<file path="src/walksat_defs.svh">
//**************************************************************************
// walksat sizing and tuning macros shared by the RTL and the testbench
//**************************************************************************

`ifndef WALKSAT_DEFS_SVH
`define WALKSAT_DEFS_SVH

// literals per clause
`define NSAT            3

// variable space
`define NUM_VARS        64
`define VAR_BITS        6

// occurrence entries checked per literal lookup
`define MAX_OCC         8

// clause table geometry
`define CT_ROWS         32
`define CT_ADDR_BITS    5

// xorshift reset state, must not be zero
`define PRNG_SEED       32'h2545_f491

// noise path taken when prng top byte is below this value
`define NOISE_THRESHOLD 8'd48

`endif

</file>
<file path="src/variable_table.sv">
//**************************************************************************
// variable assignment bits with parallel read ports and one flip port
//**************************************************************************

`include "walksat_defs.svh"

module variable_table (
    input  logic                                   clk_i,
    input  logic                                   rst_i,
    input  logic [2*`MAX_OCC-1:0][`VAR_BITS-1:0]   rd_addr_i,
    output logic [2*`MAX_OCC-1:0]                  rd_val_o,
    input  logic                                   flip_i,
    input  logic [`VAR_BITS-1:0]                   flip_var_i
);

    // current assignment, all variables start at 0
    logic [`NUM_VARS-1:0] assign_q;

    // single write port
    // a flip just inverts the addressed bit
    always_ff @(posedge clk_i) begin
        if (rst_i) begin
            assign_q <= '0;
        end else if (flip_i) begin
            assign_q[flip_var_i] <= ~assign_q[flip_var_i];
        end
    end

    // one read port per occurrence literal, all combinational
    always_comb begin
        for (int p = 0; p < 2 * `MAX_OCC; p++) begin
            rd_val_o[p] = assign_q[rd_addr_i[p]];
        end
    end

endmodule

</file>
<file path="config.mk">
export PLATFORM = sky130hd
export DESIGN_NAME = variable_table
export DESIGN_NICKNAME = d
export VERILOG_FILES = /design/src/variable_table.sv
export VERILOG_INCLUDE_DIRS = /design/src /design/src/src
export SDC_FILE = /design/constraint.sdc
export NUM_CORES = 1
export LEC_CHECK = 0
export BUFFER_PORTS_ARGS = -buffer_cell sky130_fd_sc_hd__buf_2
export CORE_MARGIN = 5
export CORE_UTILIZATION = 25
export DETAILED_ROUTE_END_ITERATION = 16
export PLACE_DENSITY = 0.44
export SLEW_MARGIN = 20
export SYNTH_ARGS = -nofsm -noshare
export SYNTH_HDL_FRONTEND = slang
export SYNTH_SLANG_ARGS = --single-unit
export TNS_END_PERCENT = 5
</file>
<file path="constraint.sdc">
create_clock -name clk_i -period 5.05 [get_ports clk_i]
set_input_delay 0.505 -clock clk_i [delete_from_list [all_inputs] [get_ports clk_i]]
set_output_delay 0.505 -clock clk_i [all_outputs]
set_load 0.01 [all_outputs]
</file>
* Word-level counts from Yosys, hierarchy flattened *
Cells that the tools add are included.

word-level totals
  output and inout port bits = 16
  bits in latches = 0
  bits in writable memories = 0
  memories = 0
  memory bits (read-only) = 0
  bits in registers = 64
  logic and storage cells = 58
  bits of input ports = 105

operators by class
  add/sub/neg operators = 0
  bitwise operators = 1
  div/mod/pow operators = 0
  eq/ne operators = 0
  $lt $le $gt $ge = 18
  shift-type cells = 0
  $mul = 0
  reduce and logical (&&, ||, !) cells = 1
  mux-type cells = 37

operator list
  operator                                             number
  < comparator 6 x 7 -> 1 bit, second input constant   17
  binary-select mux 1 bit (select 6 bit)               17
  bitwise mux 64 bit                                   1
  two-way mux 1 bit                                    18
  demux 1 bit (select 6 bit)                           1
  >= comparator 6 x 1 -> 1 bit, second input constant  1
  logical AND 1 bit                                    1
  inverter 1 bit                                       1

* Longest topological paths before layout *
  depth after elaboration = 5
  depth in mapped cells = 7
  gate-level depth less buffers = 4

* Worst setup path after synthesis *
Ideal clock, no wire load.

  path type = input port to output port
  start = input port rd_addr_i[24] (netlist name)
  end = output port rd_val_o[4]
  buffers on the path = 2
  slack = 2.727 ns
  data arrival time = 1.818 ns
  cell stages on the path = 6
  data required time = 4.545 ns
  cell sequence = buf_6 -> buf_12 -> mux4_1 -> mux2i_1 -> mux4_2 -> o2bb2ai_1

on the way
  word-level cells in the longest chain between the ends = 2

RTL lines
  what                                     RTL line              RTL
  from (decl)                              variable_table.sv:10  input logic [2*`MAX_OCC-1:0][`VAR_BITS-1:0] rd_addr_i,
  binary-select mux 1 bit (select 6 bit)   variable_table.sv:32  rd_val_o[p] = assign_q[rd_addr_i[p]];
  two-way mux 1 bit (implied by the code)  variable_table.sv:32
  to (decl)                                variable_table.sv:11  output logic [2*`MAX_OCC-1:0] rd_val_o,

No other way between the ends. The select of a mux whose other input is x is not followed.

* Worst setup path after layout *
  start = register assign_q[30]
  end = output port rd_val_o[4]

on the way
  word-level cells in the longest chain between the ends = 2

RTL lines
  what                                     RTL line              RTL
  from (decl)                              variable_table.sv:17  logic [`NUM_VARS-1:0] assign_q;
  from (signal, indexed assignment)        variable_table.sv:25  assign_q[flip_var_i] <= ~assign_q[flip_var_i];
  binary-select mux 1 bit (select 6 bit)   variable_table.sv:32
  two-way mux 1 bit (implied by the code)  variable_table.sv:32

No other way between the ends. The select of a mux whose other input is x is not followed.

==> impl_summary.log <==
INFO  metric cts_resized = 0
INFO  metric fill_cells = 5407
INFO  metric cts_buffers = 9
INFO  metric place.detailed.hpwl = 36070 um
INFO  metric post_cts_hold_buffer_count = 0
INFO  metric critical_path.max_fanout = 18
INFO  metric startpoint_class = register
INFO  metric largest_register_ff_count = 64
INFO  metric synth-edff-count = 0
INFO  metric route.vias.total = 10890
INFO  metric timing.hold.worst.class = in2reg
INFO  metric antenna_cells_inserted = 0
INFO  metric power_per_cell_area = 116.8 nW/um^2
INFO  metric postSynthCellCount = 1042
INFO  metric placed_cells = 1659
INFO  metric worst-endpoint-required = 4.55 ns
INFO  metric post_place_worst_slack = 2.121 ns
INFO  metric synth.avg_cell_area = 12.77 um^2
INFO  metric timing_worst_slew_pin_value = 1.244 ns
INFO  metric clock_sink_count = 64
INFO  metric tritoncts = built
INFO  metric cts.reportedPaths.clkPinSlew = 0.05 ns
INFO  metric yosys.cell_types.count = 61
INFO  metric yosys_warnings = 0
INFO  metric fin_util = 25.94%
INFO  metric first_pass_grt_wire_length = 79890 um
INFO  metric postCtsSetupBuffers = 0
INFO  metric ys_ff_latch = 64
INFO  metric timing.slew.headroom = 16.96%
INFO  metric antenna_found_initial = 4
INFO  metric ys_top_cells_by_area = sky130_fd_sc_hd__mux4_1, sky130_fd_sc_hd__mux4_2, sky130_fd_sc_hd__dfxtp_1
INFO  metric seq_area_frac_synth = 9.629%
INFO  metric routed_vias_inst = 6.503
INFO  metric instances_no_fill = 1674
INFO  metric io_buffers = 120
INFO  metric ctsRootBufferMaster = sky130_fd_sc_hd__clkbuf_16
INFO  metric clock_path_buffers = 2
INFO  metric global_route.usage.total = 18.72%
INFO  metric status = completed
INFO  metric vdd.ir_drop.worst = 0.1536 mV
INFO  metric finalHoldViolations = 0
INFO  metric setup.worst_path.class = reg2out
INFO  metric timing.final.setup_violations = 0
INFO  metric drc = 0
INFO  metric final_layout_size_suffix_gt1_share = 34.89%
INFO  metric final_period_minus_worst_setup_slack = 3.320 ns
INFO  metric skew = 0.004812 ns
INFO  metric timing.max_cap.violations = 0
INFO  metric grt_overflow = 0
INFO  metric post-route-worst-setup-slack = 1.730 ns
INFO  metric die_area = 57930 um^2
INFO  metric routed_wirelength = 56250 um
INFO  metric num_rows = 84
INFO  metric yosysTopAreaCell = sky130_fd_sc_hd__mux4_1
INFO  metric placeableCoreArea = 52660 um^2
INFO  metric regMostFlops = assign_q
INFO  metric yosys_most_used_dff = sky130_fd_sc_hd__dfxtp_1
INFO  metric cellLeakagePower = 5.177 nW
INFO  metric fmax = 301.2 MHz
INFO  metric finish.net_count = 1087
INFO  metric worstSetupEndpointType = output port
INFO  metric chipHeight = 240.7 um
INFO  metric initial_utilization = 25.27%
INFO  metric firstDrtPassIters = 7
INFO  metric drt-initial-drc-count = 1190
INFO  metric cell_area_after_synthesis = 13310 um^2
INFO  metric first_global_vias = 10210
INFO  metric floorplan.io_pins = 121
INFO  metric worst-endpoint-arrival = 2.82 ns
INFO  metric clock_insertion_delay_worst_skew = 0.33 ns
INFO  metric final.period_utilization = 65.74%
INFO  metric wl_per_cell = 33.60 um
INFO  metric die-width = 240.7 um
INFO  metric area.sequential = 1285 um^2
INFO  metric netlist_top_cells_count = sky130_fd_sc_hd__mux4_1, sky130_fd_sc_hd__mux4_2, sky130_fd_sc_hd__mux2i_1
INFO  metric setup_repair_after_global_routing_missed_its_margin = no
INFO  metric ant_nets = 0
INFO  metric multiInputGateArea = 10530 um^2
INFO  metric yosys.area.top_type_share = 30.41%
INFO  metric place.gp.congestion = 0.8050
INFO  metric syn_nets = 1147
INFO  metric asyncSetResetFlopFracSynth = 0%
INFO  metric finalMaxSlewViolations = 0
INFO  metric largestRegisters = assign_q: 64 flops
INFO  metric areaGrowthSynthToFinish = 2.652%
INFO  metric htreeDepth = 3
INFO  metric yosys.cell_count.top_type = sky130_fd_sc_hd__mux4_1
INFO  metric final.setup.tns = 0 ns
INFO  metric grt_start_max_net_pins = 65
==> cell type report <==
type                       count  share of cell area (%)
clock buffer                  11                   1.777
sequential                    64                   9.408
timing repair buffer         124                   4.617
multi-input combinational    766                   77.10
tap                          688                   6.303
clock inverter                 4                  0.3298
inverter                      17                  0.4672
==> cells by family after synthesis <==
logic type             share of synthesized area [%]
flip-flops                                     9.629
AND/OR/NAND/NOR                                7.739
multiplexers                                   57.73
AO/OA/AOI/OAI                                  13.65
buffers and inverters                          11.25
==> power by group <==
group          internal (mW)  switching, mW
Clock                  0.390          0.223
Combinational          0.188          0.255
Sequential             0.509         0.0296
Total                   1.09          0.508
==> routing by layer <==
metal | share of wire (%) | global-route usage (%) | vias to the layer above
met3 | 6.7 | 2.514 | 111
met1 | 44 | 26.89 | 5774
met2 | 46 | 29.89 | 579
met4 | 3.0 | 5.003 | 2
li1 | - | - | 4420
met5 | 0.023 | 0 | -
==> final timing paths <==
kind                                           startpoint                        end  slack [ns]  cells after the start
worst max-delay path            assign_q[30]$_SDFFE_PP0P_                rd_val_o[4]        1.73                      5
worst min-delay path                               flip_i   assign_q[0]$_SDFFE_PP0P_        0.72                      3
worst max register to register  assign_q[53]$_SDFFE_PP0P_  assign_q[48]$_SDFFE_PP0P_        2.53                      4
worst min register to register  assign_q[38]$_SDFFE_PP0P_  assign_q[38]$_SDFFE_PP0P_        0.82                      2
==> worst max-delay path: stages, from the launching register on <==
cell	delay (ns)
sky130_fd_sc_hd__dfxtp_1	1.01
sky130_fd_sc_hd__mux4_1	0.42
sky130_fd_sc_hd__mux2i_1	0.07
sky130_fd_sc_hd__mux4_2	0.51
sky130_fd_sc_hd__o2bb2ai_1	0.28
sky130_fd_sc_hd__buf_2	0.20
==> through the flow <==
stage | power, mW | hold WS [ns] | instance area [um^2]
floorplan | 0.9148 | 0.6916 | 13310
global placement | 0.9837 | 0.8829 | 13360
detailed placement | 0.9887 | 0.8897 | 13360
CTS | 1.596 | 0.7104 | 13650
global route | 1.653 | 0.7405 | 13660
finish | 1.595 | 0.7210 | 13660
==> cells in the final DEF (no fill, tap or decap), drive strengths merged, types with 5 or more instances in the layout <==
master / Yosys / layout
a311o: 11 / 11
o211ai: 11 / 11
mux4: 274 / 274
a31oi: 12 / 12
nor2b: 33 / 33
a311oi: 12 / 12
o2bb2ai: 5 / 5
a211oi: 41 / 41
nor3b: 5 / 5
a21oi: 68 / 68
clkbuf: 84 / 11
nand3: 27 / 27
nand3b: 27 / 27
mux2i: 77 / 77
o221ai: 9 / 9
dfxtp: 64 / 64
a31o: 11 / 11
a22oi: 33 / 33
nand2: 14 / 14
inv: 17 / 17
nor2: 33 / 33
or2: 13 / 13
a41oi: 5 / 5
buf: 111 / 124
mux2: 14 / 14
No activity file was read; power rests on OpenSTA's default activity.
