### src/walksat_defs.svh
//**************************************************************************
// walksat sizing and tuning macros shared by the RTL and the testbench
//**************************************************************************

`ifndef WALKSAT_DEFS_SVH
`define WALKSAT_DEFS_SVH

// literals per clause
`define NSAT            3

// variable space
`define NUM_VARS        64
`define VAR_BITS        6

// occurrence entries checked per literal lookup
`define MAX_OCC         8

// clause table geometry
`define CT_ROWS         32
`define CT_ADDR_BITS    5

// xorshift reset state, must not be zero
`define PRNG_SEED       32'h2545_f491

// noise path taken when prng top byte is below this value
`define NOISE_THRESHOLD 8'd48

`endif

### src/walksat_pkg.sv
//**************************************************************************
// walksat types: literals, clause table rows, load words and step results
//**************************************************************************

`include "walksat_defs.svh"

package walksat_pkg;

    // width of one clause table row, also the width of a load data word
    localparam int CT_ROW_BITS  = 2 * `MAX_OCC * (`VAR_BITS + 1);
    // unused upper bits of a translation table entry
    localparam int ATT_PAD_BITS = CT_ROW_BITS - `MAX_OCC - `CT_ADDR_BITS;

    // neg = 1 means the literal holds when the variable is 0
    typedef struct packed {
        logic                 neg;
        logic [`VAR_BITS-1:0] vaddr;
    } literal_t;

    typedef struct packed {
        literal_t [`NSAT-1:0] lit;
    } clause_t;

    // the other two literals of a clause holding the looked-up literal
    typedef struct packed {
        literal_t [1:0] lit;
    } occ_entry_t;

    typedef struct packed {
        occ_entry_t [`MAX_OCC-1:0] entry;
    } ct_row_t;

    typedef struct packed {
        logic [ATT_PAD_BITS-1:0]  pad;
        logic [`MAX_OCC-1:0]      mask;
        logic [`CT_ADDR_BITS-1:0] row;
    } att_entry_t;

    // same load word, decoded by the load target bit
    typedef union packed {
        ct_row_t    ct;
        att_entry_t att;
    } load_word_u;

    // target 0 writes the translation table, 1 the clause table
    typedef struct packed {
        logic                 target;
        logic [`VAR_BITS:0]   addr;
        load_word_u           data;
    } load_cmd_t;

    typedef logic [1:0] cand_idx_t;
    typedef logic [3:0] count_t;

    typedef struct packed {
        cand_idx_t idx;
        literal_t  lit;
        count_t    count;
        logic      noise;
    } step_result_t;

endpackage

### src/flip_selector.sv
//**************************************************************************
// flip choice: greedy minimum break count or xorshift noise pick
//**************************************************************************

`include "walksat_defs.svh"

module flip_selector
    import walksat_pkg::*;
(
    input  logic               clk_i,
    input  logic               rst_i,
    input  logic               select_i,
    input  clause_t            clause_i,
    input  count_t [`NSAT-1:0] counts_i,
    output step_result_t       result_o
);

    logic [31:0] prng_q;
    logic [31:0] prng_next;

    cand_idx_t   best_idx;
    count_t      best_cnt;
    logic        noise_hit;
    cand_idx_t   pick_idx;

    // xorshift32, shifts 13/17/5
    always_comb begin
        logic [31:0] x;
        x = prng_q;
        x = x ^ (x << 13);
        x = x ^ (x >> 17);
        x = x ^ (x << 5);
        prng_next = x;
    end

    // advances only on a select strobe
    always_ff @(posedge clk_i) begin
        if (rst_i) begin
            prng_q <= `PRNG_SEED;
        end else if (select_i) begin
            prng_q <= prng_next;
        end
    end

    // strict compare keeps the lowest index on ties
    always_comb begin
        best_idx = '0;
        best_cnt = counts_i[0];
        for (int k = 1; k < `NSAT; k++) begin
            if (counts_i[k] < best_cnt) begin
                best_idx = cand_idx_t'(k);
                best_cnt = counts_i[k];
            end
        end
    end

    // noise uses the fresh prng word
    // low bits equal to 3 name no literal, fall back to greedy
    assign noise_hit = (prng_next[31:24] < `NOISE_THRESHOLD) && (prng_next[1:0] != 2'd3);
    assign pick_idx  = noise_hit ? prng_next[1:0] : best_idx;

    always_ff @(posedge clk_i) begin
        if (rst_i) begin
            result_o <= '0;
        end else if (select_i) begin
            result_o.idx   <= pick_idx;
            result_o.lit   <= clause_i.lit[pick_idx];
            result_o.count <= counts_i[pick_idx];
            result_o.noise <= noise_hit;
        end
    end

endmodule

### config.mk
export PLATFORM = sky130hd
export DESIGN_NAME = flip_selector
export DESIGN_NICKNAME = d
export VERILOG_FILES = /design/src/walksat_pkg.sv /design/src/flip_selector.sv
export VERILOG_INCLUDE_DIRS = /design/src /design/src/src
export SDC_FILE = /design/constraint.sdc
export NUM_CORES = 1
export LEC_CHECK = 0
export ABC_AREA = 1
export BUFFER_PORTS_ARGS = -buffer_cell sky130_fd_sc_hd__buf_2
export CORE_MARGIN = 2
export CORE_UTILIZATION = 56
export CTS_CLUSTER_SIZE = 10
export DETAILED_ROUTE_END_ITERATION = 12
export PLACE_DENSITY = 0.81
export SLEW_MARGIN = 20
export SYNTH_ARGS = -nofsm -noshare
export SYNTH_HDL_FRONTEND = slang
export SYNTH_SLANG_ARGS = --single-unit
### constraint.sdc
create_clock -name clk_i -period 3.19 [get_ports clk_i]
set_clock_uncertainty 0.1 [all_clocks]
set_input_delay 0.638 -clock clk_i [delete_from_list [all_inputs] [get_ports clk_i]]
set_output_delay 0.638 -clock clk_i [all_outputs]
set_load 0.05 [all_outputs]
Yosys cells after proc, flatten, opt, wreduce, memory -nomap -nowiden
Index checks and enable logic that the tools add are counted.

Register bits after elaboration: 46. Input bits: 36. Output and inout bits: 14. Logic and storage cells: 23.

$lt $le $gt $ge: 4. Eq/ne operators: 1. Mux-type cells: 8. Bitwise logic cells: 3. Reductions and logical operators: 1.

Operators by type and width (number): $xor 32x32->32 (2); $xor 32x15->32 (1); $bmux 7 s2 (1); $bmux 4 s2 (1); $lt 4x4->1 (2); $lt 8x6->1 const B (1); $mux 4 (2); $mux 7 (1); $mux 2 (2); $lt 2x3->1 const B (1); $ne 2x2->1 const B (1); $logic_and 1x1->1 (1); $mux 1 (1).

Longest topological paths before layout
Depth in word-level cells: 8. Depth in mapped cells: 19. Mapped depth without buffers: 18.

Worst setup path after synthesis
No wires, ideal clock.

Path kind: input to register. From: input port counts_i[3] in the netlist's numbering. To: register result_o[1] in the netlist's numbering. Setup time: 0.122 ns. Data arrival time: 2.394 ns. Data required time: 2.968 ns. Path slack: 0.574 ns. Cell stages on the path: 15. Buffers on the path: 1. Path through: inv_1 ha_1 a21oi_1 nand2_1 o21ai_0 ha_1 nand2_1 nand2_1 nand2_1 nand2_1 nand2_4 buf_4 nand3_1 nand3_2 a21oi_2.

Word-level cells in the longest chain between the ends: 7. Elaborated cells between the ends (all ways): 8. Those cells by class: order compare: 2; mux: 6.

Ends and longest elaborated chain: from (decl) (line flip_selector.sv:14) `` input count_t [`NSAT-1:0] counts_i, ``; $lt 4x4->1 (line flip_selector.sv:50) `if (counts_i[k] < best_cnt) begin`; $mux 4 (line flip_selector.sv:50); $lt 4x4->1 (line flip_selector.sv:50); $mux 2 (*) (line flip_selector.sv:50); $mux 2 (*) (line flip_selector.sv:60) `assign pick_idx = noise_hit ? prng_next[1:0] : best_idx;`; $bmux 4 s2 (*) (line flip_selector.sv:68) `result_o.count <= counts_i[pick_idx];`; $mux 4 (not written as such) (*) (line flip_selector.sv:68); to (decl) (line flip_selector.sv:15) `output step_result_t result_o`.

Mark *: on every way between the ends. The rest lies on a longest branch, timed or not. The select of a mux whose other input is x is not followed. A chain may end at the register's enable or synchronous reset.

Final worst setup path
From: input port counts_i[3] in the netlist's numbering. To: register result_o[13] in the netlist's numbering.

Word-level cells in the longest chain between the ends: 5.

Ends and longest elaborated chain (line): $lt 4x4->1 (flip_selector.sv:50); $mux 4 (*) (flip_selector.sv:50); $lt 4x4->1 (*) (flip_selector.sv:50); $mux 2 (*) (flip_selector.sv:50); $mux 2 (*) (flip_selector.sv:60).

Mark *: on every way between the ends. The rest lies on a longest branch, timed or not.

==> reports/results.tsv <==
metric	value	unit
clock-pin slew on the worst setup and hold paths	0.09	ns
Post-Synthesis Cells	394	
Max-cap violations	0	
post-CTS setup buffer count	0	
post-synthesis cell area	2850	um^2
Max Clk Rate	364	MHz
FF+latch count, synth	46	
first-pass GRT wire length	10.4	mm
CTS Buf Count	5	
n_diodes	0	
WL met2	2.90	mm
dpl cell area	3090	um^2
pre-CTS setup slack	0.160	ns
CTS H-tree lvls	2	
Inst Count DP	493	
CTS tree	done	
Clock Tree Buf Depth	2	
final-report max-slew violation count	0	
Via density	5.01	
critical path capture point type	flop	
Final Wtd Congestion	0.892	
combinational share of power	60.9	%
metal3 WL	177	um
Ys Warns	0	
area added between synthesis and finish	12.4	%
sequential share of power	26.5	%
DRT antenna net count	0	
critical path fanouts, max	12	
vias in the first global route	2437	
unrepaired setup endpoints after global routing	false	
Initial Util	59.2	%
core area	4820	um^2
Post-CTS Resized	0	
CP Class	in2reg	
std cell rows	25	
GR Overflow Total	0	
most frequent cells in the layout	inv_1, nand2_1, buf_2, dfxtp_1, o21ai_0	
Worst-Margin Slew	0.696	ns
P_sw	1.68	mW
pwr/cell area	1080	nW/um^2
DRT met1 WL	2.75	mm
DRC violations left	0	
wire length per cell	11.8	um
Post-Syn Area per Cell	7.24	um^2
top routing layer used	met4	
fin crit share	86.2	%
share of cells above drive strength 1	20.3	%
Post-Syn Nets	437	
Hold Path Class	reg2reg	
Hold Vio Cnt, Final	0	
Final Instance Area	3210	um^2
relative max-transition margin	53.6	%
Final Non-Filler Cells	501	
CP Data Arrival Time	2.85	ns
Die H	75.4	um
Via Count	2508	
Max VDD drop	0.414	mV
sequential fraction of the synthesis area	32.3	%
Initial DRT Pass Iterations	4	
setup TNS	0	ns
WHS	0.400	ns
hold buffer count at CTS	0	
clk sinks	46	
Iter 0 DRT Violations	176	
Setup crit start kind	primary input	
synth unique cells	24	
I/O pin count	50	
Tot Pwr	3.47	mW
root buffer cell	clkbuf_8	
setup violators final	0	
status	complete, no violations	
final worst setup slack	0.441	ns
Int Power	1.80	mW
Worst-Skew Late Latency	0.30	ns
fin crit period	2.75	ns
Post-DP HPWL	4.19	mm
Die ar.	5680	um^2
pin count of the biggest net entering global routing	47	
initial antenna violation count	0	
Die X	75.4	um
utilization after layout	66.5	%
final WL	5.90	mm
layout net count	476	
gr usage total	23.3	%
Sw Ratio	48.3	%
# port buffers	49	
Clk pwr share	12.5	%
most common cell after layout, fill and taps aside	inv_1	
LEAKAGE	1.67	nW
critical path required time	3.29	ns
[final timing paths]
| path | startpoint | to | slack [ns] | cells past startpoint |
|---|---|---|---|---|
| worst max-delay path | counts_i[3] | result_o[13] | 0.44 | 17 |
| worst min register to register | prng_q[29] | prng_q[29] | 0.40 | 2 |
| worst min-delay path | prng_q[29] | prng_q[29] | 0.40 | 2 |
| worst max register to register | prng_q[12] | result_o[13] | 1.02 | 12 |
[final cells by class]
| class | count | area [um^2] |
|---|---|---|
| fill | 440 | 1610 |
| clock buffer | 5 | 68.8 |
| sequential | 46 | 921 |
| inverter | 68 | 255 |
| clock inverter | 3 | 45.0 |
| multi-input combinational | 262 | 1580 |
| tap | 67 | 83.8 |
| timing repair buffer | 50 | 253 |
[sequential cells by signal, summed over array words and instances (netlist names)]
| register | cells |
|---|---|
| result_o | 14 |
| prng_q | 32 |
[logic make-up (layout without fill, tap and decap cells)]
logic type / count (synthesis) / after routing / share of synthesized area (%)
simple gates: 115 / 115 / 18.5
compound gates: 86 / 86 / 16.4
buf+inv: 86 / 126 / 12.4
xor+xnor: 54 / 54 / 17.4
flops: 46 / 46 / 32.3
fa+ha+maj: 7 / 7 / 3.07
[per-layer routing]
metal,up-vias,track usage [%]
met5,-,0
met4,0,6.24
met3,7,3.57
met2,38,40.5
met1,1155,30.3
li1,1308,-
[cell usage after synthesis]
library cell / instances / area (um^2)
inv_1: 61 / 229
nand2_1: 50 / 188
dfxtp_1: 46 / 921
o21ai_0: 38 / 190
a21oi_1: 36 / 180
xor2_1: 31 / 272
nand3_1: 27 / 135
nor2_1: 25 / 93.8
xnor2_1: 20 / 175
clkbuf_1: 10 / 37.5
a21oi_2: 7 / 61.3
ha_1: 7 / 87.6
inv_2: 7 / 26.3
nand2_2: 5 / 31.3
o211ai_1: 5 / 37.5
buf_1: 3 / 11.3
buf_6: 3 / 33.8
or2_2: 3 / 18.8
buf_4: 2 / 15.0
nand2_4: 2 / 22.5
nand3_2: 2 / 20.0
xnor2_2: 2 / 32.5
nand3_4: 1 / 17.5
xor2_2: 1 / 16.3
[worst max-delay path, stage by stage]
cell and delay [ns]:
buf_2 0.09, inv_1 0.05, ha_1 0.30, a21oi_1 0.27, nand2_1 0.16, nand2_1 0.08
o21ai_0 0.09, ha_1 0.28, nand2_1 0.06, inv_1 0.05, nand2_1 0.06, nand3_1 0.08
nand2_2 0.15, inv_2 0.24, nand2_1 0.08, o211ai_1 0.11, inv_2 0.04
[power by group through the flow]
stage | Combinational [mW] | Sequential (mW) | Clock [mW]
final | 2.12 | 0.922 | 0.435
after global routing | 2.38 | 0.948 | 0.460
after CTS | 2.13 | 0.923 | 0.443
after detailed placement | 2.11 | 0.936 | 0
after global placement | 2.08 | 0.926 | 0
after floorplan | 1.69 | 1.07 | 0
No activity file was read; power rests on OpenSTA's default activity.
