==> src/walksat_defs.svh <==
//**************************************************************************
// walksat sizing and tuning macros shared by the RTL and the testbench
//**************************************************************************

`ifndef WALKSAT_DEFS_SVH
`define WALKSAT_DEFS_SVH

// literals per clause
`define NSAT            3

// variable space
`define NUM_VARS        64
`define VAR_BITS        6

// occurrence entries checked per literal lookup
`define MAX_OCC         8

// clause table geometry
`define CT_ROWS         32
`define CT_ADDR_BITS    5

// xorshift reset state, must not be zero
`define PRNG_SEED       32'h2545_f491

// noise path taken when prng top byte is below this value
`define NOISE_THRESHOLD 8'd48

`endif

==> src/walksat_pkg.sv <==
//**************************************************************************
// walksat types: literals, clause table rows, load words and step results
//**************************************************************************

`include "walksat_defs.svh"

package walksat_pkg;

    // width of one clause table row, also the width of a load data word
    localparam int CT_ROW_BITS  = 2 * `MAX_OCC * (`VAR_BITS + 1);
    // unused upper bits of a translation table entry
    localparam int ATT_PAD_BITS = CT_ROW_BITS - `MAX_OCC - `CT_ADDR_BITS;

    // neg = 1 means the literal holds when the variable is 0
    typedef struct packed {
        logic                 neg;
        logic [`VAR_BITS-1:0] vaddr;
    } literal_t;

    typedef struct packed {
        literal_t [`NSAT-1:0] lit;
    } clause_t;

    // the other two literals of a clause holding the looked-up literal
    typedef struct packed {
        literal_t [1:0] lit;
    } occ_entry_t;

    typedef struct packed {
        occ_entry_t [`MAX_OCC-1:0] entry;
    } ct_row_t;

    typedef struct packed {
        logic [ATT_PAD_BITS-1:0]  pad;
        logic [`MAX_OCC-1:0]      mask;
        logic [`CT_ADDR_BITS-1:0] row;
    } att_entry_t;

    // same load word, decoded by the load target bit
    typedef union packed {
        ct_row_t    ct;
        att_entry_t att;
    } load_word_u;

    // target 0 writes the translation table, 1 the clause table
    typedef struct packed {
        logic                 target;
        logic [`VAR_BITS:0]   addr;
        load_word_u           data;
    } load_cmd_t;

    typedef logic [1:0] cand_idx_t;
    typedef logic [3:0] count_t;

    typedef struct packed {
        cand_idx_t idx;
        literal_t  lit;
        count_t    count;
        logic      noise;
    } step_result_t;

endpackage

==> src/break_evaluator.sv <==
//**************************************************************************
// break count of one occurrence row, stored per candidate literal
//**************************************************************************

`include "walksat_defs.svh"

module break_evaluator
    import walksat_pkg::*;
(
    input  logic                                  clk_i,
    input  logic                                  rst_i,
    input  ct_row_t                               row_i,
    input  logic [`MAX_OCC-1:0]                   mask_i,
    input  logic [2*`MAX_OCC-1:0]                 var_val_i,
    output logic [2*`MAX_OCC-1:0][`VAR_BITS-1:0]  var_addr_o,
    input  logic                                  cand_valid_i,
    input  cand_idx_t                             cand_idx_i,
    output count_t [`NSAT-1:0]                    counts_o
);

    // truth value of every occurrence literal
    logic [2*`MAX_OCC-1:0] lit_true;
    // entries that lose their only true literal
    logic [`MAX_OCC-1:0]   broken;
    count_t                broken_sum;

    // fan the row's variable addresses out to the variable table,
    // then compare each returned value with its negation bit
    always_comb begin
        for (int e = 0; e < `MAX_OCC; e++) begin
            for (int j = 0; j < 2; j++) begin
                var_addr_o[2*e+j] = row_i.entry[e].lit[j].vaddr;
                lit_true[2*e+j]   = var_val_i[2*e+j] != row_i.entry[e].lit[j].neg;
            end
        end
    end

    // masked-off entries never count
    always_comb begin
        for (int e = 0; e < `MAX_OCC; e++) begin
            broken[e] = mask_i[e] & ~lit_true[2*e] & ~lit_true[2*e+1];
        end
    end

    // population count of broken entries
    always_comb begin
        broken_sum = '0;
        for (int e = 0; e < `MAX_OCC; e++) begin
            broken_sum = broken_sum + count_t'(broken[e]);
        end
    end

    // count slot per candidate, written in the evaluate cycle
    always_ff @(posedge clk_i) begin
        if (rst_i) begin
            counts_o <= '0;
        end else if (cand_valid_i && (cand_idx_i < `NSAT)) begin
            counts_o[cand_idx_i] <= broken_sum;
        end
    end

endmodule

==> config.mk <==
export PLATFORM = sky130hd
export DESIGN_NAME = break_evaluator
export DESIGN_NICKNAME = d
export VERILOG_FILES = /design/src/walksat_pkg.sv /design/src/break_evaluator.sv
export VERILOG_INCLUDE_DIRS = /design/src /design/src/src
export SDC_FILE = /design/constraint.sdc
export NUM_CORES = 1
export LEC_CHECK = 0
export ABC_AREA = 1
export BUFFER_PORTS_ARGS = -buffer_cell sky130_fd_sc_hd__buf_2
export CAP_MARGIN = 20
export CORE_AREA = 2 2 96 98
export CTS_BUF_LIST = sky130_fd_sc_hd__clkbuf_8
export DETAILED_ROUTE_END_ITERATION = 10
export DIE_AREA = 0 0 98 100
export SLEW_MARGIN = 20
export SYNTH_ARGS = -nofsm -noshare
export SYNTH_HDL_FRONTEND = slang
export SYNTH_SLANG_ARGS = --single-unit
==> constraint.sdc <==
create_clock -name clk_i -period 7.2 [get_ports clk_i]
set_input_delay 0.72 -clock clk_i [delete_from_list [all_inputs] [get_ports clk_i]]
set_output_delay 0.72 -clock clk_i [all_outputs]
set_load 0.02 [all_outputs]
# After elaboration in Yosys (flattened, before gate mapping)
# Index checks and enable logic that the tools add are counted.
dict set report totals {
  output_inout_bits 108
  in_bits 141
  word_cells 66
  reg_bits 12
}
dict set report op_classes {
  n_bitwise 32
  addsub 7
  muxes 3
  n_reduce_logical 2
  eq_ne 16
  magnitude_cmp 3
}
# operator n
set ops {}
lappend ops {{$add 4x1->4} 4}
lappend ops {{$and 1x1->1} 16}
lappend ops {{$ne 1x1->1} 16}
lappend ops {{$not 1->1} 16}
lappend ops {{$bwmux 12} 1}
lappend ops {{$demux 4 s2} 1}
lappend ops {{$add 3x1->4} 1}
lappend ops {{$mux 4} 1}
lappend ops {{$add 2x1->3} 1}
lappend ops {{$lt 2x3->1 const B} 1}
lappend ops {{$add 1x1->2} 1}
lappend ops {{$ge 2x1->1 const B} 1}
lappend ops {{$logic_and 1x1->1} 2}
lappend ops {{$lt 2x2->1 const B} 1}

# Depth between registers and ports, before layout
dict set report depth {
  word_depth 12
  depth_mapped 17
  ltp_nobuf 17
}

# Least setup slack after synthesis
# OpenSTA, ideal clock, no wires.
dict set report synth_path {
  path_kind {input port to flip-flop}
  start {input port row_i[27] (netlist bit)}
  end {register counts_o[1] (netlist bit)}
  path_slack_ns 3.547
  required_ns 7.087
  path_stages 15
  arrival_ns 3.540
  setup_time_ns 0.113
  n_path_buf 0
  cell_sequence {inv_1 > or2_1 > nand3_1 > nor2_1 > fa_1 > inv_1 > fa_1 > inv_1 > fa_1 > ha_1 > inv_1 > fa_1 > inv_1 > nor2_1 > nor2_1}
}
dict set report synth_between {
  elab_chain_cells 11
}
# item line
set synth_rtl {}
lappend synth_rtl {{start, declared} break_evaluator.sv:12} ;# input ct_row_t row_i,
lappend synth_rtl {{$ne 1x1->1} break_evaluator.sv:33} ;# lit_true[2*e+j] = var_val_i[2*e+j] != row_i.entry[e].lit[j].neg;
lappend synth_rtl {{$not 1->1} break_evaluator.sv:41} ;# broken[e] = mask_i[e] & ~lit_true[2*e] & ~lit_true[2*e+1];
lappend synth_rtl {{$and 1x1->1} break_evaluator.sv:41}
lappend synth_rtl {{$add 1x1->2} break_evaluator.sv:49} ;# broken_sum = broken_sum + count_t'(broken[e]);
lappend synth_rtl {{$add 2x1->3} break_evaluator.sv:49}
lappend synth_rtl {{$add 3x1->4} break_evaluator.sv:49}
lappend synth_rtl {{$add 4x1->4 (4 in a row)} break_evaluator.sv:49}
lappend synth_rtl {{$bwmux 12} break_evaluator.sv:58} ;# counts_o[cand_idx_i] <= broken_sum;
lappend synth_rtl {{end signal, assigned by index} break_evaluator.sv:58}
lappend synth_rtl {{end, declared} break_evaluator.sv:18} ;# output count_t [`NSAT-1:0] counts_o
# Every way passes these cells.
# A chain may end at the register's enable or synchronous reset.

# Worst setup path after layout
dict set report layout_path {
  start {input port var_val_i[3]}
  end {register counts_o[6] (netlist bit)}
}
dict set report layout_between {
  elab_chain_cells 11
}
# item line
set layout_rtl {}
lappend layout_rtl {{start, declared} break_evaluator.sv:14} ;# input logic [2*`MAX_OCC-1:0] var_val_i,
lappend layout_rtl {{$ne 1x1->1} break_evaluator.sv:33}
lappend layout_rtl {{$not 1->1} break_evaluator.sv:41}
lappend layout_rtl {{$and 1x1->1} break_evaluator.sv:41}
lappend layout_rtl {{$add 1x1->2} break_evaluator.sv:49}
lappend layout_rtl {{$add 2x1->3} break_evaluator.sv:49}
lappend layout_rtl {{$add 3x1->4} break_evaluator.sv:49}
lappend layout_rtl {{$add 4x1->4 (4 in a row)} break_evaluator.sv:49}
lappend layout_rtl {{$bwmux 12} break_evaluator.sv:58}
# Every way passes these cells.

==> flow_summary.ini <==
[floorplan]
die_x_um = 98
dieHeight_um = 100
start_util_pct = 18.7
core_um2 = 8890
ios = 249
rows = 35
dieArea_um2 = 9800

[cells_and_area]
reg_top3 = counts_o x12
nFillCells = 1027
fin_area_um2 = 1400
diodes = 0
final_common_cell = buf_2
layout-drive-gt1-share_pct = 31.9
nNetsFinal = 353
fin_util_pct = 15.7
regMostFlops = counts_o
layout_common_cells = buf_2, nand2_1, nor2_1
synthToLayoutAreaGrowth_pct = -16.0
largest_register_ffs = 12

[worst_setup_path]
r2r_slack_ns = 6.55
crit_start = var_val_i[3]
r2r_start = counts_o[10]
critical_path_class = input pin to flop
ff2ff_path_depth = 4
crit_end = counts_o[6]
r2r-end = counts_o[10]
cp_cell_sequence = buf_2 -> or2_1 -> nand3_1 -> nor2_1 -> fa_1 -> inv_1 -> fa_1 -> inv_1 -> fa_1 -> ha_1 -> inv_1 -> fa_1 -> inv_1 -> nand2_1 -> nand2_1 -> nor2_1 -> nor2_1
crit_slowest_cell = fa_1
critical_path.startpoint_type = input pin
cp.required_ns = 7.38
cp_max_fo = 3
max_stage_delay_ns = 0.54
arrival_ns = 3.81
cp-end-kind = flop

[sta]
drv_slew = 0
worstMarginPinSlew_ns = 0.384
finalSetupTns_ns = 0
hold_viol = 0
setup_viol = 0
max_slew_margin_pct = 74.3
whs_ns = 0.513
fmax_ghz = 0.275
skew_ns = 0
min_period_over_period_pct = 50.5
fin_crit_ns = 3.64
rsz0062_at_grt = false

[clocking]
clock_path_buffers = 2
cts.sinks = 12
postCtsSetupBuffers = 0
clk_latency_ns = 0.23
path_clk_slew_ns = 0.06
cts_hold_buf = 0
cts_resized = 0
numCtsBuffers = 3
h-tree-depth = 1
cts_tree = done
cts_root_buf = clkbuf_8

[logic_synthesis]
netlist_instances = 241
synthTopCellsByArea = buf_4, dfxtp_1, nand2_1
yosysSeqAreaShare_pct = 14.5
netlist_area_um2 = 1660
syn_nets = 389
synth_top_cell_area_share_pct = 43.4
avgSynthCellArea_um2 = 6.89
ys_ff_latch = 12
yosysWarnings = 0
synth_area_leader_cell = buf_4
synth_cell_types = 16

[route]
ant_nets = 0
firstDrtPassIters = 3
routedWlPerCell_um = 10.1
drcViolationCount = 0
finalWirelength_um = 3170
drtIter0Drc = 16
vias_per_cell = 3.57
vias = 1123

[global_route]
grt_pass1_wl_um = 4840
overflow = 0
antenna_found_initial = 0
grt_use_total_pct = 6.12
grt_max_degree = 13
grt_pass1_vias = 1103

[pwr]
leakage_uw = 0.000797
power_uw = 209
cellPowerDensity_nw_per_um2 = 150
irDropWorstVdd_v = 0.0000448

[flow_run]
maxCapViolCount = 0

[placed_design]
hpwl_um = 2750
placed_area_um2 = 1340
port_buffers = 56
gp_congestion = 0.738

[status]
status = complete, no violations

[worst_hold_path]
hold_path.class = flop to flop
## logic make-up after synthesis
| kind of cell | count (synthesis) | share of synthesized area, % |
|---|---|---|
| xor+xnor | 9 | 4.75 |
| buf+inv | 128 | 51.5 |
| flops | 12 | 14.5 |
| fa+ha+maj | 7 | 7.08 |
| simple gates | 85 | 22.2 |
## power breakdown
group          switching (uW)  internal (uW)  leakage, uW
clock                    25.0           48.3    0.0000288
combinational            35.7           27.6     0.000671
sequential               1.84           70.2    0.0000981
total                    62.5            146     0.000797
## critical path: cells and delay by family
family | cells | cell delay [ns]
and+or+nand+nor | 7 | 0.64
adders and majority gates | 5 | 2.13
buffers and inverters | 5 | 0.32
## Yosys cell counts
| cell type | instances |
|---|---|
| xor2_1 | 6 |
| or2_0 | 2 |
| nor2_1 | 30 |
| nand4_1 | 2 |
| or2_1 | 5 |
| xnor2_1 | 3 |
| bufbuf_8 | 1 |
| inv_1 | 29 |
| nand2_1 | 37 |
| fa_1 | 4 |
| nand3_2 | 3 |
| buf_4 | 96 |
| inv_2 | 2 |
| dfxtp_1 | 12 |
| nand3_1 | 6 |
| ha_1 | 3 |
## how the worst min path moves through the flow
stage / depth (start not counted) / start / slack [ns] / end
3_3_place_gp: 4 / counts_o[11] / 0.51 / counts_o[11]
2_1_floorplan: 4 / counts_o[0] / 0.59 / counts_o[0]
5_1_grt: 4 / counts_o[6] / 0.55 / counts_o[6]
3_5_place_dp: 4 / counts_o[8] / 0.51 / counts_o[8]
4_1_cts: 4 / counts_o[8] / 0.52 / counts_o[8]
6_report: 4 / counts_o[8] / 0.51 / counts_o[8]
## stage by stage
step,cells,setup slack [ns]
after global routing,315,3.33
after CTS,315,3.53
after detailed placement,311,3.29
after global placement,311,3.33
after floorplan,241,3.55
final,315,3.56
## area by class of cell
class / count / area [um2] / area share (%)
tap: 111 / 139 / 9.96
inverter: 31 / 116 / 8.34
multi-input combinational: 101 / 564 / 40.4
clock buffer: 4 / 55.1 / 3.95
sequential: 12 / 240 / 17.2
timing repair buffer: 56 / 280 / 20.1
## layer usage
metal	up-vias	GRT usage (%)	share of wire (%)	wire (um)
li1	536	-	-	-
met1	488	5.55	33	1050
met2	61	10.5	45	1430
met3	38	1.81	12	380
met4	0	6.52	9.9	313
met5	-	0	0	0
Note: power is estimated with default switching activity, not from simulation.
