**config.mk**
```make
export PLATFORM = sky130hd
export DESIGN_NAME = step_sequencer
export DESIGN_NICKNAME = d
export VERILOG_FILES = /design/src/walksat_pkg.sv /design/src/step_sequencer.sv
export VERILOG_INCLUDE_DIRS = /design/src /design/src/src
export SDC_FILE = /design/constraint.sdc
export NUM_CORES = 1
export LEC_CHECK = 0
export ABC_AREA = 1
export BUFFER_PORTS_ARGS = -buffer_cell sky130_fd_sc_hd__buf_2
export CORE_MARGIN = 3
export CORE_UTILIZATION = 50
export CTS_BUF_LIST = sky130_fd_sc_hd__clkbuf_4
export CTS_CLUSTER_DIAMETER = 120
export CTS_CLUSTER_SIZE = 40
export DETAILED_ROUTE_END_ITERATION = 16
export PLACE_DENSITY = 0.87
export RECOVER_POWER = 100
export SLEW_MARGIN = 20
export SYNTH_ARGS = -nofsm -noshare
export SYNTH_HDL_FRONTEND = slang
export SYNTH_SLANG_ARGS = --single-unit
```
**constraint.sdc**
```tcl
create_clock -name clk_i -period 4.7 [get_ports clk_i]
set_input_delay 0.47 -clock clk_i [delete_from_list [all_inputs] [get_ports clk_i]]
set_output_delay 0.47 -clock clk_i [all_outputs]
set_load 0.01 [all_outputs]
```
**src/walksat_defs.svh**
```systemverilog
//**************************************************************************
// walksat sizing and tuning macros shared by the RTL and the testbench
//**************************************************************************

`ifndef WALKSAT_DEFS_SVH
`define WALKSAT_DEFS_SVH

// literals per clause
`define NSAT            3

// variable space
`define NUM_VARS        64
`define VAR_BITS        6

// occurrence entries checked per literal lookup
`define MAX_OCC         8

// clause table geometry
`define CT_ROWS         32
`define CT_ADDR_BITS    5

// xorshift reset state, must not be zero
`define PRNG_SEED       32'h2545_f491

// noise path taken when prng top byte is below this value
`define NOISE_THRESHOLD 8'd48

`endif

```
**src/walksat_pkg.sv**
```systemverilog
//**************************************************************************
// walksat types: literals, clause table rows, load words and step results
//**************************************************************************

`include "walksat_defs.svh"

package walksat_pkg;

    // width of one clause table row, also the width of a load data word
    localparam int CT_ROW_BITS  = 2 * `MAX_OCC * (`VAR_BITS + 1);
    // unused upper bits of a translation table entry
    localparam int ATT_PAD_BITS = CT_ROW_BITS - `MAX_OCC - `CT_ADDR_BITS;

    // neg = 1 means the literal holds when the variable is 0
    typedef struct packed {
        logic                 neg;
        logic [`VAR_BITS-1:0] vaddr;
    } literal_t;

    typedef struct packed {
        literal_t [`NSAT-1:0] lit;
    } clause_t;

    // the other two literals of a clause holding the looked-up literal
    typedef struct packed {
        literal_t [1:0] lit;
    } occ_entry_t;

    typedef struct packed {
        occ_entry_t [`MAX_OCC-1:0] entry;
    } ct_row_t;

    typedef struct packed {
        logic [ATT_PAD_BITS-1:0]  pad;
        logic [`MAX_OCC-1:0]      mask;
        logic [`CT_ADDR_BITS-1:0] row;
    } att_entry_t;

    // same load word, decoded by the load target bit
    typedef union packed {
        ct_row_t    ct;
        att_entry_t att;
    } load_word_u;

    // target 0 writes the translation table, 1 the clause table
    typedef struct packed {
        logic                 target;
        logic [`VAR_BITS:0]   addr;
        load_word_u           data;
    } load_cmd_t;

    typedef logic [1:0] cand_idx_t;
    typedef logic [3:0] count_t;

    typedef struct packed {
        cand_idx_t idx;
        literal_t  lit;
        count_t    count;
        logic      noise;
    } step_result_t;

endpackage

```
**src/step_sequencer.sv**
```systemverilog
//**************************************************************************
// step control: req/ack handshake and per-candidate lookup schedule
//**************************************************************************

`include "walksat_defs.svh"

module step_sequencer
    import walksat_pkg::*;
(
    input  logic                 clk_i,
    input  logic                 rst_i,
    input  logic                 req_i,
    input  clause_t              clause_i,
    input  step_result_t         result_i,
    output logic                 ack_o,
    output literal_t             lookup_lit_o,
    output logic                 cand_valid_o,
    output cand_idx_t            cand_idx_o,
    output logic                 select_o,
    output logic                 flip_o,
    output logic [`VAR_BITS-1:0] flip_var_o
);

    typedef enum logic [2:0] {
        S_IDLE,
        S_LOOKUP,
        S_EVAL,
        S_SELECT,
        S_ACK,
        S_WAIT
    } state_t;

    state_t    state_q;
    state_t    state_d;
    cand_idx_t idx_q;
    clause_t   clause_q;
    logic      ack_q;
    literal_t  cand_lit;

    always_comb begin
        state_d = state_q;
        case (state_q)
            // a new step only once the previous ack has dropped
            S_IDLE:   if (req_i && !ack_q) state_d = S_LOOKUP;
            S_LOOKUP: state_d = S_EVAL;
            S_EVAL:   state_d = (idx_q == cand_idx_t'(`NSAT - 1)) ? S_SELECT : S_LOOKUP;
            S_SELECT: state_d = S_ACK;
            S_ACK:    state_d = S_WAIT;
            // requester holds req_i high to stall here
            S_WAIT:   if (!req_i) state_d = S_IDLE;
            default:  state_d = S_IDLE;
        endcase
    end

    // ack lags the ack/wait states by one edge
    // rises with the flip write, falls one edge after req_i is seen low
    always_ff @(posedge clk_i) begin
        if (rst_i) begin
            state_q <= S_IDLE;
            idx_q   <= '0;
            ack_q   <= 1'b0;
        end else begin
            state_q <= state_d;
            ack_q   <= (state_q == S_ACK) || (state_q == S_WAIT);
            if (state_q == S_IDLE) begin
                idx_q <= '0;
            end else if (state_q == S_EVAL) begin
                idx_q <= (idx_q == cand_idx_t'(`NSAT - 1)) ? '0 : idx_q + 1'b1;
            end
        end
    end

    // clause held for the whole step
    always_ff @(posedge clk_i) begin
        if (state_q == S_IDLE && req_i) begin
            clause_q <= clause_i;
        end
    end

    // flipping a false literal breaks clauses holding its true opposite,
    // so the lookup goes to the negated literal
    assign cand_lit     = clause_q.lit[idx_q];
    assign lookup_lit_o = '{neg: ~cand_lit.neg, vaddr: cand_lit.vaddr};

    assign cand_valid_o = (state_q == S_EVAL);
    assign cand_idx_o   = idx_q;
    assign select_o     = (state_q == S_SELECT);

    // exactly one flip per step, from the registered selection
    assign flip_o     = (state_q == S_ACK);
    assign flip_var_o = result_i.lit.vaddr;

    assign ack_o = ack_q;

endmodule

```
## Word level (Yosys, flattened, before mapping)

Cells that the tools add are included.

| operators by class | value |
|---|---|
| mux-type cells | 7 |
| divide/modulo/power cells | 0 |
| add/sub/neg operators | 1 |
| order comparisons | 1 |
| reductions and logical operators | 7 |
| equality and inequality tests | 8 |
| bitwise gates (word level) | 1 |
| shift operators | 0 |
| $mul | 0 |

Operators with widths:

| kind | number |
|---|---|
| $pmux W3 S6 | 1 |
| $bmux W7 S2 | 1 |
| $mux W7 | 1 |
| $eq A3 B2 Y1 const B | 2 |
| $eq A3 B3 Y1 const B | 2 |
| $mux W3 | 2 |
| $mux W2 | 2 |
| $ne A2 B2 Y1 const B | 2 |
| $eq A3 B1 Y1 const B | 1 |
| $logic_not A3 Y1 | 1 |
| $lt A2 B3 Y1 const B | 1 |
| $add A2 B1 Y2 const B | 1 |
| $eq A2 B2 Y1 const B | 1 |
| $logic_and A1 B1 Y1 | 2 |
| $reduce_and A2 Y1 | 1 |
| $reduce_or A2 Y1 | 1 |
| $logic_not A1 Y1 | 1 |
| $logic_or A1 B1 Y1 | 1 |
| $not A1 Y1 | 1 |

| word-level totals | value |
|---|---|
| output and inout bits | 19 |
| bits of input ports | 38 |
| bits in latches | 0 |
| memory bits (read-only) | 0 |
| memories kept | 0 |
| logic and storage cells | 34 |
| bits in writable memories | 0 |
| bits in registers | 27 |

## Depth between registers and ports, before layout

| logic depth | value |
|---|---|
| depth after elaboration | 4 |
| depth in mapped cells | 5 |
| mapped depth without buffers | 5 |

## Least setup slack after synthesis

Ideal clock, no wire load.

| path | value |
|---|---|
| kind | register -> register |
| from | reg state_q[0] |
| to | reg clause_q[0] (netlist bit) (enable) |
| clock period less this slack | 1.940 ns |
| stages on the path, launching flop included | 4 |
| required time | 4.301 ns |
| slack | 2.760 ns |
| arrival | 1.542 ns |
| cell sequence | dfxtp_1 -> nor2_2 -> nand2_1 -> nor2_1 |

| between the ends | value |
|---|---|
| cells in the longest elaborated chain, start to end | 2 |

RTL lines:

| item | RTL line | source |
|---|---|---|
| from (decl) | step_sequencer.sv:33 | `state_t state_q;` |
| from (signal assigned) | step_sequencer.sv:63 | `state_q <= state_d;` |
| $logic_not A3 Y1 | step_sequencer.sv:75 | `if (state_q == S_IDLE && req_i) begin` |
| $logic_and A1 B1 Y1 | step_sequencer.sv:75 |  |
| to (signal assigned) | step_sequencer.sv:76 | `clause_q <= clause_i;` |
| to (decl) | step_sequencer.sv:36 | `clause_t clause_q;` |

Every way passes these cells.
A chain may end at the register's enable or synchronous reset.

## Final worst setup path

| path | value |
|---|---|
| from | reg state_q[0] |
| to | reg clause_q[14] (netlist bit) (enable) |

Same word-level chain as after synthesis.

==> impl_metrics.yaml <==
finish:
  layout.area.seq_um2: 751
  drive_gt1_share_pct: 25.0
  antennaDiodeCount: 0
  synthToLayoutAreaGrowth_pct: 15.5
  mostFrequentLayoutCells: "nand2_1 (28), buf_2 (23), edfxtp_1 (21), clkbuf_1 (13), nand3_1 (11)"
  finish.net_count: 175
  most_common_cell_after_layout_fill_and_taps_aside: "nand2_1"
  final_design_area_no_fill_um2: 1290
  multi_input_area_um2: 270
  fillerInstances: 180
  layout.core_utilization_pct: 63.0
setup_path:
  worstPathBufferInverterCount: 0
  setup_slack_on_the_worst_flop_to_flop_path_ns: 2.28
  worst_setup_path_startpoint: "state_q[0]"
  r2r_cells: 3
  regToRegStartpoint: "state_q[0]"
  critical_path.endpoint_type: "flip-flop"
  worstPathRequired_ns: 4.64
  timing.critical_path.fanout_max: 21
  worstPathArrival_ns: 2.35
  critPathSlowestCell: "nor2_1"
  r2r-end: "clause_q[14]"
  critical_path_depth: 3
  critical-path-max-stage-delay_ns: 1.20
  critical_path.cell_chain: "nor2_1 > nand2_1 > nor2_1"
  cp_common_cell: "nor2_1"
  timing.critical_path.to: "clause_q[14]"
  worst-setup-path-type: "reg2reg"
  critical_path.startpoint_type: "flip-flop"
  critical_path.top_delay_family: "simple AND/OR/NAND/NOR gates"
clock_network:
  tritoncts: "yes"
  clock-sinks: 27
  max-clock-path-buffers: 2
  worstSkewPairLatency_ns: 0.32
  post_cts_resize_count: 0
  post_cts.repair.setup_buffers: 0
  clock-root-buffer: "clkbuf_4"
  cts_made_buffers: 3
  h-tree-depth: 1
  ctsHoldBuffers: 0
  clk_pin_slew_ns: 0.14
sta:
  setup_violations: 0
  timing.setup.tns_ns: 0
  minimum_period_implied_by_the_final_worst_setup_slack_ns: 2.42
  slew_headroom_pct: -6.48
  clk_skew_ns: 0.00533
  fmaxAchievable_mhz: 414
  setup_repair_after_global_routing_missed_its_margin: "false"
  layout_worst_path_cycle_share_pct: 51.4
  worst_slew_pin_slew_ns: 1.59
  report.final.slew_viol_count: 22
  hold_viol_final: 0
synthesis:
  syn-mean-instance-area_um2: 10.9
  synth_cells: 102
  synth-simple-area-share_pct: 21.1
  post_synth_mux_area_share_pct: 0
  count_of_state_elements_after_synthesis: 27
  yosysTopAreaCell: "edfxtp_1"
  synth-adder-area-share_pct: 0
  synth.net_count: 140
  synth-compound-area-share_pct: 4.04
  ys.warnings.count: 0
  share_of_the_synthesized_area_in_the_top_cell_type_pct: 56.6
  synthXorXnorAreaFrac_pct: 0
  main_combinational_cell_family_by_area_after_synthesis: "simple AND/OR/NAND/NOR gates"
  syn_area_um2: 1110
  synth.top_cells.by_area: "edfxtp_1 (57%), dfxtp_1 (11%), nand2_1 (9.4%)"
  ys_types: 15
  sequential_element_share_of_the_synthesized_area_pct: 67.4
route:
  route.vias.total: 803
  first_iter_violations: 20
  detail-route-antenna-nets: 0
  remaining_drc_errors: 0
  drt_pre_antenna_iters: 4
  avgViaCountPerCell: 4.93
  wl_mm: 1.99
  routedWlPerCell_um: 12.2
pwr:
  worst_vdd_drop_uv: 238
  netSwitchingPower_mw: 0.102
  power.internal_mw: 0.327
  total_leakage_power_nw: 0.523
  power_frac_comb_pct: 10.6
  power_switching_share_pct: 23.8
  pwr_density_cell_nw_per_um2: 334
  share_clk_of_total_power_pct: 23.1
  power.sequential.fraction_pct: 66.3
floorplanning:
  fp.dieW_um: 53.2
  rows: 16
  die-area_um2: 2830
  initial_utilization_pct: 54.5
  chipHeight_um: 53.2
  io_pins: 57
  core-area_um2: 2040
global_route:
  grt.total_usage_pct: 15.3
  global_route_wire_length_before_repair_mm: 3.01
  vias_in_the_first_global_route: 722
  maximum_number_of_pins_on_one_net_before_global_route_repair: 22
  grt-ovfl-total: 0
  grt_antenna_before_repair: 0
flow_run:
  maxCapViolations: 1
placed_design:
  hpwl_mm: 1.46
  post_dp_cell_area_um2: 1280
  port_buffers: 36
  finalWeightedCongestion: 0.814
outcome:
  run_status: "finished, violations left"
  failing_checks: "max-capacitance violations, max-slew violations"
min_path:
  timing.hold.worst_path_depth: 1
  hp-class: "in2reg"
-- layout make-up --
| type | instances | area share (%) |
|---|---|---|
| sequential | 27 | 58.4 |
| timing repair buffer | 36 | 12.7 |
| clock buffer | 3 | 1.75 |
| tap | 27 | 2.63 |
| clock inverter | 1 | 0.584 |
| multi-input combinational | 59 | 21.0 |
| inverter | 10 | 2.92 |
-- stage by stage --
stage,hold slack (ns),worst slack [ns],total power [mW],instances
final,0.310,2.28,0.429,163
after global routing,0.289,2.08,0.447,163
after CTS,0.303,2.72,0.434,163
after detailed placement,0.526,2.83,0.338,159
after global placement,0.511,2.91,0.335,159
after floorplan,0.488,2.76,0.320,102
-- sequential cells by signal, summed over array words and instances (netlist names) --
signal	flops
ack_o	1
cand_idx_o	2
clause_q	21
state_q	3
-- routing by layer --
metal | GRT usage [%] | vias to the layer above | share of wire [%]
met4 | 10.6 | 0 | 2.0
met3 | 2.82 | 8 | 7.2
li1 | - | 402 | -
met1 | 16.3 | 361 | 37
met5 | 0 | - | 0
met2 | 27.1 | 32 | 54
-- power by group through the flow --
| stage | combinational (mW) | sequential [mW] | clock (mW) |
|---|---|---|---|
| 2_1_floorplan | 0.0312 | 0.289 | 0 |
| 3_3_place_gp | 0.0458 | 0.289 | 0 |
| 3_5_place_dp | 0.0481 | 0.290 | 0 |
| 4_1_cts | 0.0481 | 0.285 | 0.102 |
| 5_1_grt | 0.0510 | 0.286 | 0.110 |
| 6_report | 0.0453 | 0.285 | 0.0992 |
-- worst min path at each step --
stage | start | to | slack, ns
floorplan | state_q[2] | ack_o | 0.49
global placement | state_q[2] | ack_o | 0.51
detailed placement | state_q[2] | ack_o | 0.53
CTS | clause_i[5] | clause_q[5] | 0.30
global route | clause_i[1] | clause_q[1] | 0.29
finish | clause_i[4] | clause_q[4] | 0.31
-- cell usage after synthesis (all sizes together) --
library cell  count
dfxtp             6
o21ai             2
a21oi             4
o31ai             1
nor2             12
inv              10
nand2            28
edfxtp           21
nand3            12
buf               6
-- worst register-to-register path, cell delays in order, from the launching register on --
cell and delay (ns):
dfxtp_1 0.38, nor2_1 0.30, nand2_1 0.15, nor2_1 1.20
-- cell families (layout without fill, tap and decap cells) --
logic type / count (synthesis) / in the layout
and+or+nand+nor: 52 / 52
buffers and inverters: 16 / 50
AOI/OAI and AO/OA: 7 / 7
DFF: 27 / 27
Power figures use the tool's default switching activity.
